===== src/perf_pkg.sv =====
// performance monitor types, counter indices and register map shared by all blocks.
`default_nettype none

package perf_pkg;

	localparam int CSR_ADDR_W = 4;
	localparam int CSR_DATA_W = 32;
	localparam int NUM_COUNTERS = 9;

	localparam logic [CSR_ADDR_W-1:0] CSR_ADDR_ENABLE = 4'd12; // group enable mask.
	localparam logic [CSR_ADDR_W-1:0] CSR_ADDR_CLEAR = 4'd13;  // write clears all counters.

	// raw status strobes straight from the pipeline and the caches.
	typedef struct packed {
		logic if_stall;
		logic resp_l2;
		logic flush;
		logic jb_sel;
		logic l1i_miss_sig;
		logic read_a;
		logic l1d_miss_sig;
		logic read_b;
		logic write_b;
		logic l2_miss_sig;
		logic read_l2;
		logic write_l2;
		logic read_i;
		logic read_d;
		logic write_d;
	} perf_raw_t;

	typedef struct packed {
		logic br_miss;
		logic br_total;
		logic l1i_miss;
		logic l1i_total;
		logic l1d_miss;
		logic l1d_total;
		logic l2_miss;
		logic l2_total;
		logic id_conflict;
	} perf_event_t;

	typedef struct packed {
		logic branch;
		logic l1i;
		logic l1d;
		logic l2;
		logic conflict;
	} perf_group_en_t;

	typedef enum logic [3:0] {
		IDX_BR_MISS     = 4'd0,
		IDX_BR_TOTAL    = 4'd1,
		IDX_L1I_MISS    = 4'd2,
		IDX_L1I_TOTAL   = 4'd3,
		IDX_L1D_MISS    = 4'd4,
		IDX_L1D_TOTAL   = 4'd5,
		IDX_L2_MISS     = 4'd6,
		IDX_L2_TOTAL    = 4'd7,
		IDX_ID_CONFLICT = 4'd8
	} perf_idx_e;

endpackage : perf_pkg

`default_nettype wire


===== src/perf_event_decode.sv =====
// event decode: registers the raw strobes and forms qualified one-cycle event pulses.
`timescale 1ns/1ps
`default_nettype none

module perf_event_decode
	import perf_pkg::*;
(
	input  logic        clk,
	input  logic        reset,
	input  perf_raw_t   raw,
	output perf_event_t events
);

	perf_raw_t raw_q;  // raw strobes, one cycle late.
	logic flush_prev;  // flush level of the cycle before raw_q.

	always_ff @(posedge clk)
	begin
		if (reset)
		begin
			raw_q <= '0;
			flush_prev <= 1'b0;
		end
		else
		begin
			raw_q <= raw;
			flush_prev <= raw_q.flush;
		end
	end

	// a held flush is one mispredict, so only its rising edge counts.
	always_ff @(posedge clk)
	begin
		if (reset)
		begin
			events <= '0;
		end
		else
		begin
			events.br_miss <= raw_q.flush & ~flush_prev;
			events.br_total <= raw_q.jb_sel & ~raw_q.if_stall;

			events.l1i_miss <= raw_q.l1i_miss_sig;
			events.l1i_total <= raw_q.read_a & ~raw_q.if_stall; // stalled fetch repeats.

			events.l1d_miss <= raw_q.l1d_miss_sig;
			events.l1d_total <= (raw_q.read_b | raw_q.write_b) & ~raw_q.if_stall;

			events.l2_miss <= raw_q.l2_miss_sig;
			events.l2_total <= (raw_q.read_l2 | raw_q.write_l2) & raw_q.resp_l2; // done only.

			// both L1 caches want the L2 port in the same cycle.
			events.id_conflict <= raw_q.read_i & (raw_q.read_d | raw_q.write_d);
		end
	end

endmodule : perf_event_decode

`default_nettype wire


===== src/perf_counter_bank.sv =====
// counter bank: nine event counters with group enables, clear and the miss wrap rule.
`timescale 1ns/1ps
`default_nettype none

module perf_counter_bank
	import perf_pkg::*;
#(
	parameter int COUNT_WIDTH = 32
)
(
	input  logic                                        clk,
	input  logic                                        reset,
	input  perf_event_t                                 events,
	input  perf_group_en_t                              group_en,
	input  logic                                        clear,
	output logic [NUM_COUNTERS-1:0][COUNT_WIDTH-1:0]    counts
);

	logic [NUM_COUNTERS-1:0] hit;                             // enabled events, by index.
	logic [COUNT_WIDTH-1:0] l2_limit;                         // l2 total plus one.
	logic [NUM_COUNTERS-1:0][COUNT_WIDTH-1:0] counts_next;

	// a miss count above its paired total restarts at one.
	function automatic logic [COUNT_WIDTH-1:0] next_miss(
		input logic [COUNT_WIDTH-1:0] miss,
		input logic [COUNT_WIDTH-1:0] limit
	);
		if (miss > limit)
			return COUNT_WIDTH'(1);
		return miss + COUNT_WIDTH'(1);
	endfunction

	always_comb
	begin
		hit[IDX_BR_MISS] = events.br_miss & group_en.branch;
		hit[IDX_BR_TOTAL] = events.br_total & group_en.branch;
		hit[IDX_L1I_MISS] = events.l1i_miss & group_en.l1i;
		hit[IDX_L1I_TOTAL] = events.l1i_total & group_en.l1i;
		hit[IDX_L1D_MISS] = events.l1d_miss & group_en.l1d;
		hit[IDX_L1D_TOTAL] = events.l1d_total & group_en.l1d;
		hit[IDX_L2_MISS] = events.l2_miss & group_en.l2;
		hit[IDX_L2_TOTAL] = events.l2_total & group_en.l2;
		hit[IDX_ID_CONFLICT] = events.id_conflict & group_en.conflict;
	end

	// the l2 miss strobe runs ahead of the response the total counts.
	assign l2_limit = counts[IDX_L2_TOTAL] + COUNT_WIDTH'(1);

	always_comb
	begin
		counts_next = counts;

		if (hit[IDX_BR_MISS])
			counts_next[IDX_BR_MISS] = next_miss(counts[IDX_BR_MISS], counts[IDX_BR_TOTAL]);
		if (hit[IDX_L1I_MISS])
			counts_next[IDX_L1I_MISS] = next_miss(counts[IDX_L1I_MISS], counts[IDX_L1I_TOTAL]);
		if (hit[IDX_L1D_MISS])
			counts_next[IDX_L1D_MISS] = next_miss(counts[IDX_L1D_MISS], counts[IDX_L1D_TOTAL]);
		if (hit[IDX_L2_MISS])
			counts_next[IDX_L2_MISS] = next_miss(counts[IDX_L2_MISS], l2_limit);

		if (hit[IDX_BR_TOTAL])
			counts_next[IDX_BR_TOTAL] = counts[IDX_BR_TOTAL] + COUNT_WIDTH'(1);
		if (hit[IDX_L1I_TOTAL])
			counts_next[IDX_L1I_TOTAL] = counts[IDX_L1I_TOTAL] + COUNT_WIDTH'(1);
		if (hit[IDX_L1D_TOTAL])
			counts_next[IDX_L1D_TOTAL] = counts[IDX_L1D_TOTAL] + COUNT_WIDTH'(1);
		if (hit[IDX_L2_TOTAL])
			counts_next[IDX_L2_TOTAL] = counts[IDX_L2_TOTAL] + COUNT_WIDTH'(1);
		if (hit[IDX_ID_CONFLICT])
			counts_next[IDX_ID_CONFLICT] = counts[IDX_ID_CONFLICT] + COUNT_WIDTH'(1);
	end

	always_ff @(posedge clk)
	begin
		if (reset)
		begin
			counts <= '0;
		end
		else if (clear)
		begin
			counts <= '0; // clear beats any event this cycle.
		end
		else
		begin
			counts <= counts_next;
		end
	end

endmodule : perf_counter_bank

`default_nettype wire


===== src/perf_csr_block.sv =====
// register block: enable mask, clear pulse and registered read-back of the counters.
`timescale 1ns/1ps
`default_nettype none

module perf_csr_block
	import perf_pkg::*;
#(
	parameter int COUNT_WIDTH = 32
)
(
	input  logic                                        clk,
	input  logic                                        reset,
	input  logic                                        csr_wr,
	input  logic                                        csr_rd,
	input  logic [CSR_ADDR_W-1:0]                       csr_addr,
	input  logic [CSR_DATA_W-1:0]                       csr_wdata,
	output logic [CSR_DATA_W-1:0]                       csr_rdata,
	input  logic [NUM_COUNTERS-1:0][COUNT_WIDTH-1:0]    counts,
	output perf_group_en_t                              group_en,
	output logic                                        clear
);

	localparam int MASK_W = $bits(perf_group_en_t);

	logic rd_pend;                   // read accepted last cycle.
	logic [CSR_ADDR_W-1:0] rd_addr;  // address of the pending read.
	logic [CSR_DATA_W-1:0] rd_value;

	always_ff @(posedge clk)
	begin
		if (reset)
		begin
			group_en <= '1; // all groups count out of reset.
			clear <= 1'b0;
		end
		else
		begin
			if (csr_wr && csr_addr == CSR_ADDR_ENABLE)
				group_en <= perf_group_en_t'(csr_wdata[MASK_W-1:0]);
			clear <= csr_wr && csr_addr == CSR_ADDR_CLEAR; // one-cycle pulse.
		end
	end

	always_ff @(posedge clk)
	begin
		if (reset)
			rd_pend <= 1'b0;
		else
			rd_pend <= csr_rd;
	end

	always_ff @(posedge clk)
	begin
		if (csr_rd)
			rd_addr <= csr_addr;
	end

	// counters sit at 0..8, the mask at 12; the rest read as zero.
	always_comb
	begin
		rd_value = '0;
		if (rd_addr < CSR_ADDR_W'(NUM_COUNTERS))
			rd_value = CSR_DATA_W'(counts[rd_addr]);
		else if (rd_addr == CSR_ADDR_ENABLE)
			rd_value = CSR_DATA_W'(group_en);
	end

	always_ff @(posedge clk)
	begin
		if (reset)
			csr_rdata <= '0;
		else if (rd_pend)
			csr_rdata <= rd_value; // held until the next read.
	end

endmodule : perf_csr_block

`default_nettype wire


===== src/perf_monitor_top.sv =====
// performance monitor top: event decode feeding the counter bank, read through the CSR port.
`timescale 1ns/1ps
`default_nettype none

module perf_monitor_top
	import perf_pkg::*;
#(
	parameter int COUNT_WIDTH = 32
)
(
	input  logic                    clk,
	input  logic                    reset,
	input  perf_raw_t               raw,
	input  logic                    csr_wr,
	input  logic                    csr_rd,
	input  logic [CSR_ADDR_W-1:0]   csr_addr,
	input  logic [CSR_DATA_W-1:0]   csr_wdata,
	output logic [CSR_DATA_W-1:0]   csr_rdata
);

	perf_event_t events;
	perf_group_en_t group_en;
	logic clear;
	logic [NUM_COUNTERS-1:0][COUNT_WIDTH-1:0] counts;

	perf_event_decode i_perf_event_decode (
		.clk    (clk),
		.reset  (reset),
		.raw    (raw),
		.events (events)
	);

	perf_counter_bank #(
		.COUNT_WIDTH (COUNT_WIDTH)
	) i_perf_counter_bank (
		.clk      (clk),
		.reset    (reset),
		.events   (events),
		.group_en (group_en),
		.clear    (clear),
		.counts   (counts)
	);

	perf_csr_block #(
		.COUNT_WIDTH (COUNT_WIDTH)
	) i_perf_csr_block (
		.clk       (clk),
		.reset     (reset),
		.csr_wr    (csr_wr),
		.csr_rd    (csr_rd),
		.csr_addr  (csr_addr),
		.csr_wdata (csr_wdata),
		.csr_rdata (csr_rdata),
		.counts    (counts),
		.group_en  (group_en),
		.clear     (clear)
	);

endmodule : perf_monitor_top

`default_nettype wire


===== config.mk =====
export PLATFORM = sky130hd
export DESIGN_NAME = perf_monitor_top
export DESIGN_NICKNAME = d
export VERILOG_FILES = /design/src/perf_pkg.sv /design/src/perf_event_decode.sv /design/src/perf_counter_bank.sv /design/src/perf_csr_block.sv /design/src/perf_monitor_top.sv
export SDC_FILE = /design/constraint.sdc
export NUM_CORES = 1
export LEC_CHECK = 0
export CAP_MARGIN = 20
export CORE_MARGIN = 5
export CORE_UTILIZATION = 39
export CTS_CLUSTER_DIAMETER = 60
export DETAILED_ROUTE_END_ITERATION = 10
export DONT_BUFFER_PORTS = 1
export GPL_ROUTABILITY_DRIVEN = 1
export SLEW_MARGIN = 20
export SYNTH_ARGS = -nofsm -noshare
export SYNTH_HDL_FRONTEND = slang
export SYNTH_HIERARCHICAL = 1
export SYNTH_SLANG_ARGS = --single-unit

===== constraint.sdc =====
create_clock -name clk -period 10.54 [get_ports clk]
set_input_delay 2.108 -clock clk [delete_from_list [all_inputs] [get_ports clk]]
set_output_delay 2.108 -clock clk [all_outputs]
set_load 0.01 [all_outputs]

==> impl_metrics.yaml <==
status:
  status: "completed"
floorplan:
  fp.dieW_um: 239.3
  pin_count: 87
  core_area_mm2: 0.05234
  rows: 84
  die-area_mm2: 0.05725
  die_h_um: 239.3
  start_util_pct: 39.17
clocking:
  cts_tree: "done"
  clk_pin_slew_worst_paths_ns: 0.06
  clk_latency_ns: 0.56
  post_cts_buffers: 0
  cts.sinks: 356
  cts_buffers: 44
  hold_buffers: 0
  cts_resized: 0
  h-tree-depth: 2
  clockBufferDepth: 3
  cts-root-buf: "clkbuf_16"
place:
  dpl.cell_count: 2977
  preCtsSetupSlack_ns: 5.964
  port_buffers: 0
  placed_area_mm2: 0.02097
  gp_congestion: 0.8812
  dp_hpwl_mm: 40.91
logic_synthesis:
  synth_warnings: 6
  syn_nets: 2554
  synth-seq-area-share_pct: 34.96
  synth_area_mm2: 0.02050
  synthFlopType: "dfxtp_1"
  syn_area_per_cell_um2: 8.679
  async_flop_share_pct: 0
  synth_area_leaders: "dfxtp_1, ha_1, xnor2_1"
  synth_top_area_share_pct: 34.37
  ys_ff_latch: 356
  synthCells: 2362
  ys_types: 74
  synth_top_area_cell: "dfxtp_1"
  synth_edf_count: 4
routing:
  ant_nets: 0
  vias_per_cell: 5.407
  top_layer_used: "met4"
  firstDrtPassIters: 5
  dr_wl_met2_mm: 25.15
  wl_met1_mm: 24.48
  wirelength_mm: 55.28
  routed-wl-met3_mm: 3.626
  drt_iter0_drc: 1088
  vias: 16517
  post_drt_wl_per_cell_um: 18.10
  route.detailed.drc: 0
grt:
  antenna_found_initial: 1
  grt_usage_pct: 18.81
  grt_pass1_vias: 15841
  overflow: 0
  grt_max_degree: 75
  grt_first_pass_wirelength_mm: 86.87
timing:
  grt_setup_unrepaired: "no"
  finalSetupViolCount: 0
  period_needed_ns: 4.685
  finalHoldViolations: 0
  tns_ns: 0
  holdWs_ns: 0.3817
  fin_skew_ns: 0.01895
  slew-limit-headroom_pct: 27.23
  drv_slew: 0
  fmax_mhz: 213.4
  tightestPinTransition_ns: 1.092
  setup_slack_ns: 5.855
  finalCritPeriodShare_pct: 44.45
cells_and_area:
  final_cells: 3055
  areaGrowthSynthToFinish_pct: 9.551
  design_area_mm2: 0.02246
  fin_util_pct: 42.91
  final_common_cell: "dfxtp_1"
  drive_above_1_share_pct: 8.745
  fillers: 5203
  diodes: 0
  final_cell_mix: "dfxtp_1, nor2_1, xnor2_1"
  fin_nets: 2527
pwr:
  ir_drop_mv: 0.09767
  finalPower_mw: 3.096
  leakage_nw: 8.318
  powerDensity_mw_per_mm2: 137.9
min_path:
  hold_path_class: "reg2reg"
  hold_depth: 1
critical_path:
  crit_slowest_cell: "nor4_1"
  cp_common_cell: "nor2_1"
  crit_fanout: 29
  cp.required_ns: 10.98
  cp_cell_sequence: "and4_1, nand4bb_1, nor3_1, nand2_1, nor2_1, xnor2_1, ha_1, nand4_1, nor4_1, a21boi_0, a22oi_2, o21ai_2, buf_4, nor2_1"
  critPathMaxStageDelay_ns: 0.75
  cp_data_arrival_time_ns: 5.12
  worstSetupEndpointType: "register"
  path_class: "reg2reg"
  rr_worst_depth: 14
  start_kind: "register"
job:
  cap_violations: 0
[final cells by class]
| class | instances | area, um^2 | area share (%) |
|---|---|---|---|
| clock buffer | 59 | 1269 | 5.649 |
| sequential | 356 | 7168 | 31.92 |
| multi-input combinational | 1806 | 12410 | 55.25 |
| timing repair buffer | 17 | 125.1 | 0.5571 |
| tap | 688 | 860.8 | 3.833 |
| inverter | 110 | 412.9 | 1.838 |
| clock inverter | 19 | 215.2 | 0.9582 |
[routing by layer]
layer  track usage [%]  vias up
met1             24.39     7823
met5                 0        -
li1                  -     8244
met3             4.709       99
met2             30.61      351
met4             6.536        0
[registers in the layout, summed over array words and instances (netlist names)]
name,flops
i_perf_csr_block/rd_addr,4
i_perf_csr_block/rd_pend,1
i_perf_counter_bank/counts,288
i_perf_event_decode/raw_q,15
i_perf_event_decode/events,9
i_perf_csr_block/group_en,5
i_perf_event_decode/flush_prev,1
i_perf_csr_block/csr_rdata,32
i_perf_csr_block/clear,1
[cells by family (layout without fill, tap and decap cells)]
logic type	count (synthesis)	after routing	share of synthesized area, %
and+or+nand+nor	945	945	23.10
DFF	356	356	34.96
AOI/OAI and AO/OA	304	304	9.710
xor gates and xnor gates	285	285	12.18
buffers and inverters	200	205	4.681
adders and majority gates	137	137	8.361
muxes	135	135	7.013
[power by group]
| part | leakage (nW) | switching (mW) | internal (mW) | total (mW) |
|---|---|---|---|---|
| clock | 0.733 | 0.623 | 0.927 | 1.55 |
| combinational | 4.70 | 0.111 | 0.0571 | 0.168 |
| sequential | 2.88 | 0.0176 | 1.36 | 1.38 |
[worst paths after layout]
check,start,end,slack (ns)
worst max-delay path,i_perf_counter_bank/counts[229],i_perf_counter_bank/counts[220],5.85
worst min-delay path,i_perf_event_decode/flush_prev,i_perf_event_decode/events[8],0.38
worst max register to register,i_perf_counter_bank/counts[229],i_perf_counter_bank/counts[220],5.85
worst min register to register,i_perf_event_decode/flush_prev,i_perf_event_decode/events[8],0.38
[synth_stat cells, drive strengths merged (3+ instances only)]
| library cell | number |
|---|---|
| dfxtp | 352 |
| nor2 | 337 |
| xnor2 | 158 |
| nand2 | 153 |
| ha | 137 |
| nand3 | 130 |
| xor2 | 127 |
| inv | 110 |
| a21oi | 89 |
| nand4 | 74 |
| mux2 | 69 |
| mux2i | 66 |
| nor2b | 60 |
| o21ai | 51 |
| clkbuf | 47 |
| and3 | 45 |
| buf | 43 |
| nor3 | 39 |
| a31oi | 33 |
| a22o | 32 |
| o22ai | 32 |
| o32ai | 27 |
| and4 | 26 |
| or3 | 21 |
| nor4 | 16 |
| and2 | 12 |
| a21boi | 6 |
| a21o | 6 |
| a32oi | 5 |
| nor3b | 5 |
| o31ai | 5 |
| or2 | 5 |
| or4 | 5 |
| edfxtp | 4 |
| nand2b | 4 |
| o211ai | 4 |
| a211oi | 3 |
| a22oi | 3 |
| nand4b | 3 |
| o21a | 3 |
| o221a | 3 |
[critical path, delay by kind of cell (launching register included)]
family	cells	cell delay (ns)
buffers and inverters	1	0.34
xor gates and xnor gates	1	0.08
AOI/OAI and AO/OA	3	0.61
and+or+nand+nor	8	2.66
DFF	1	0.52
adders and majority gates	1	0.33
(Power assumes the default switching activity.)
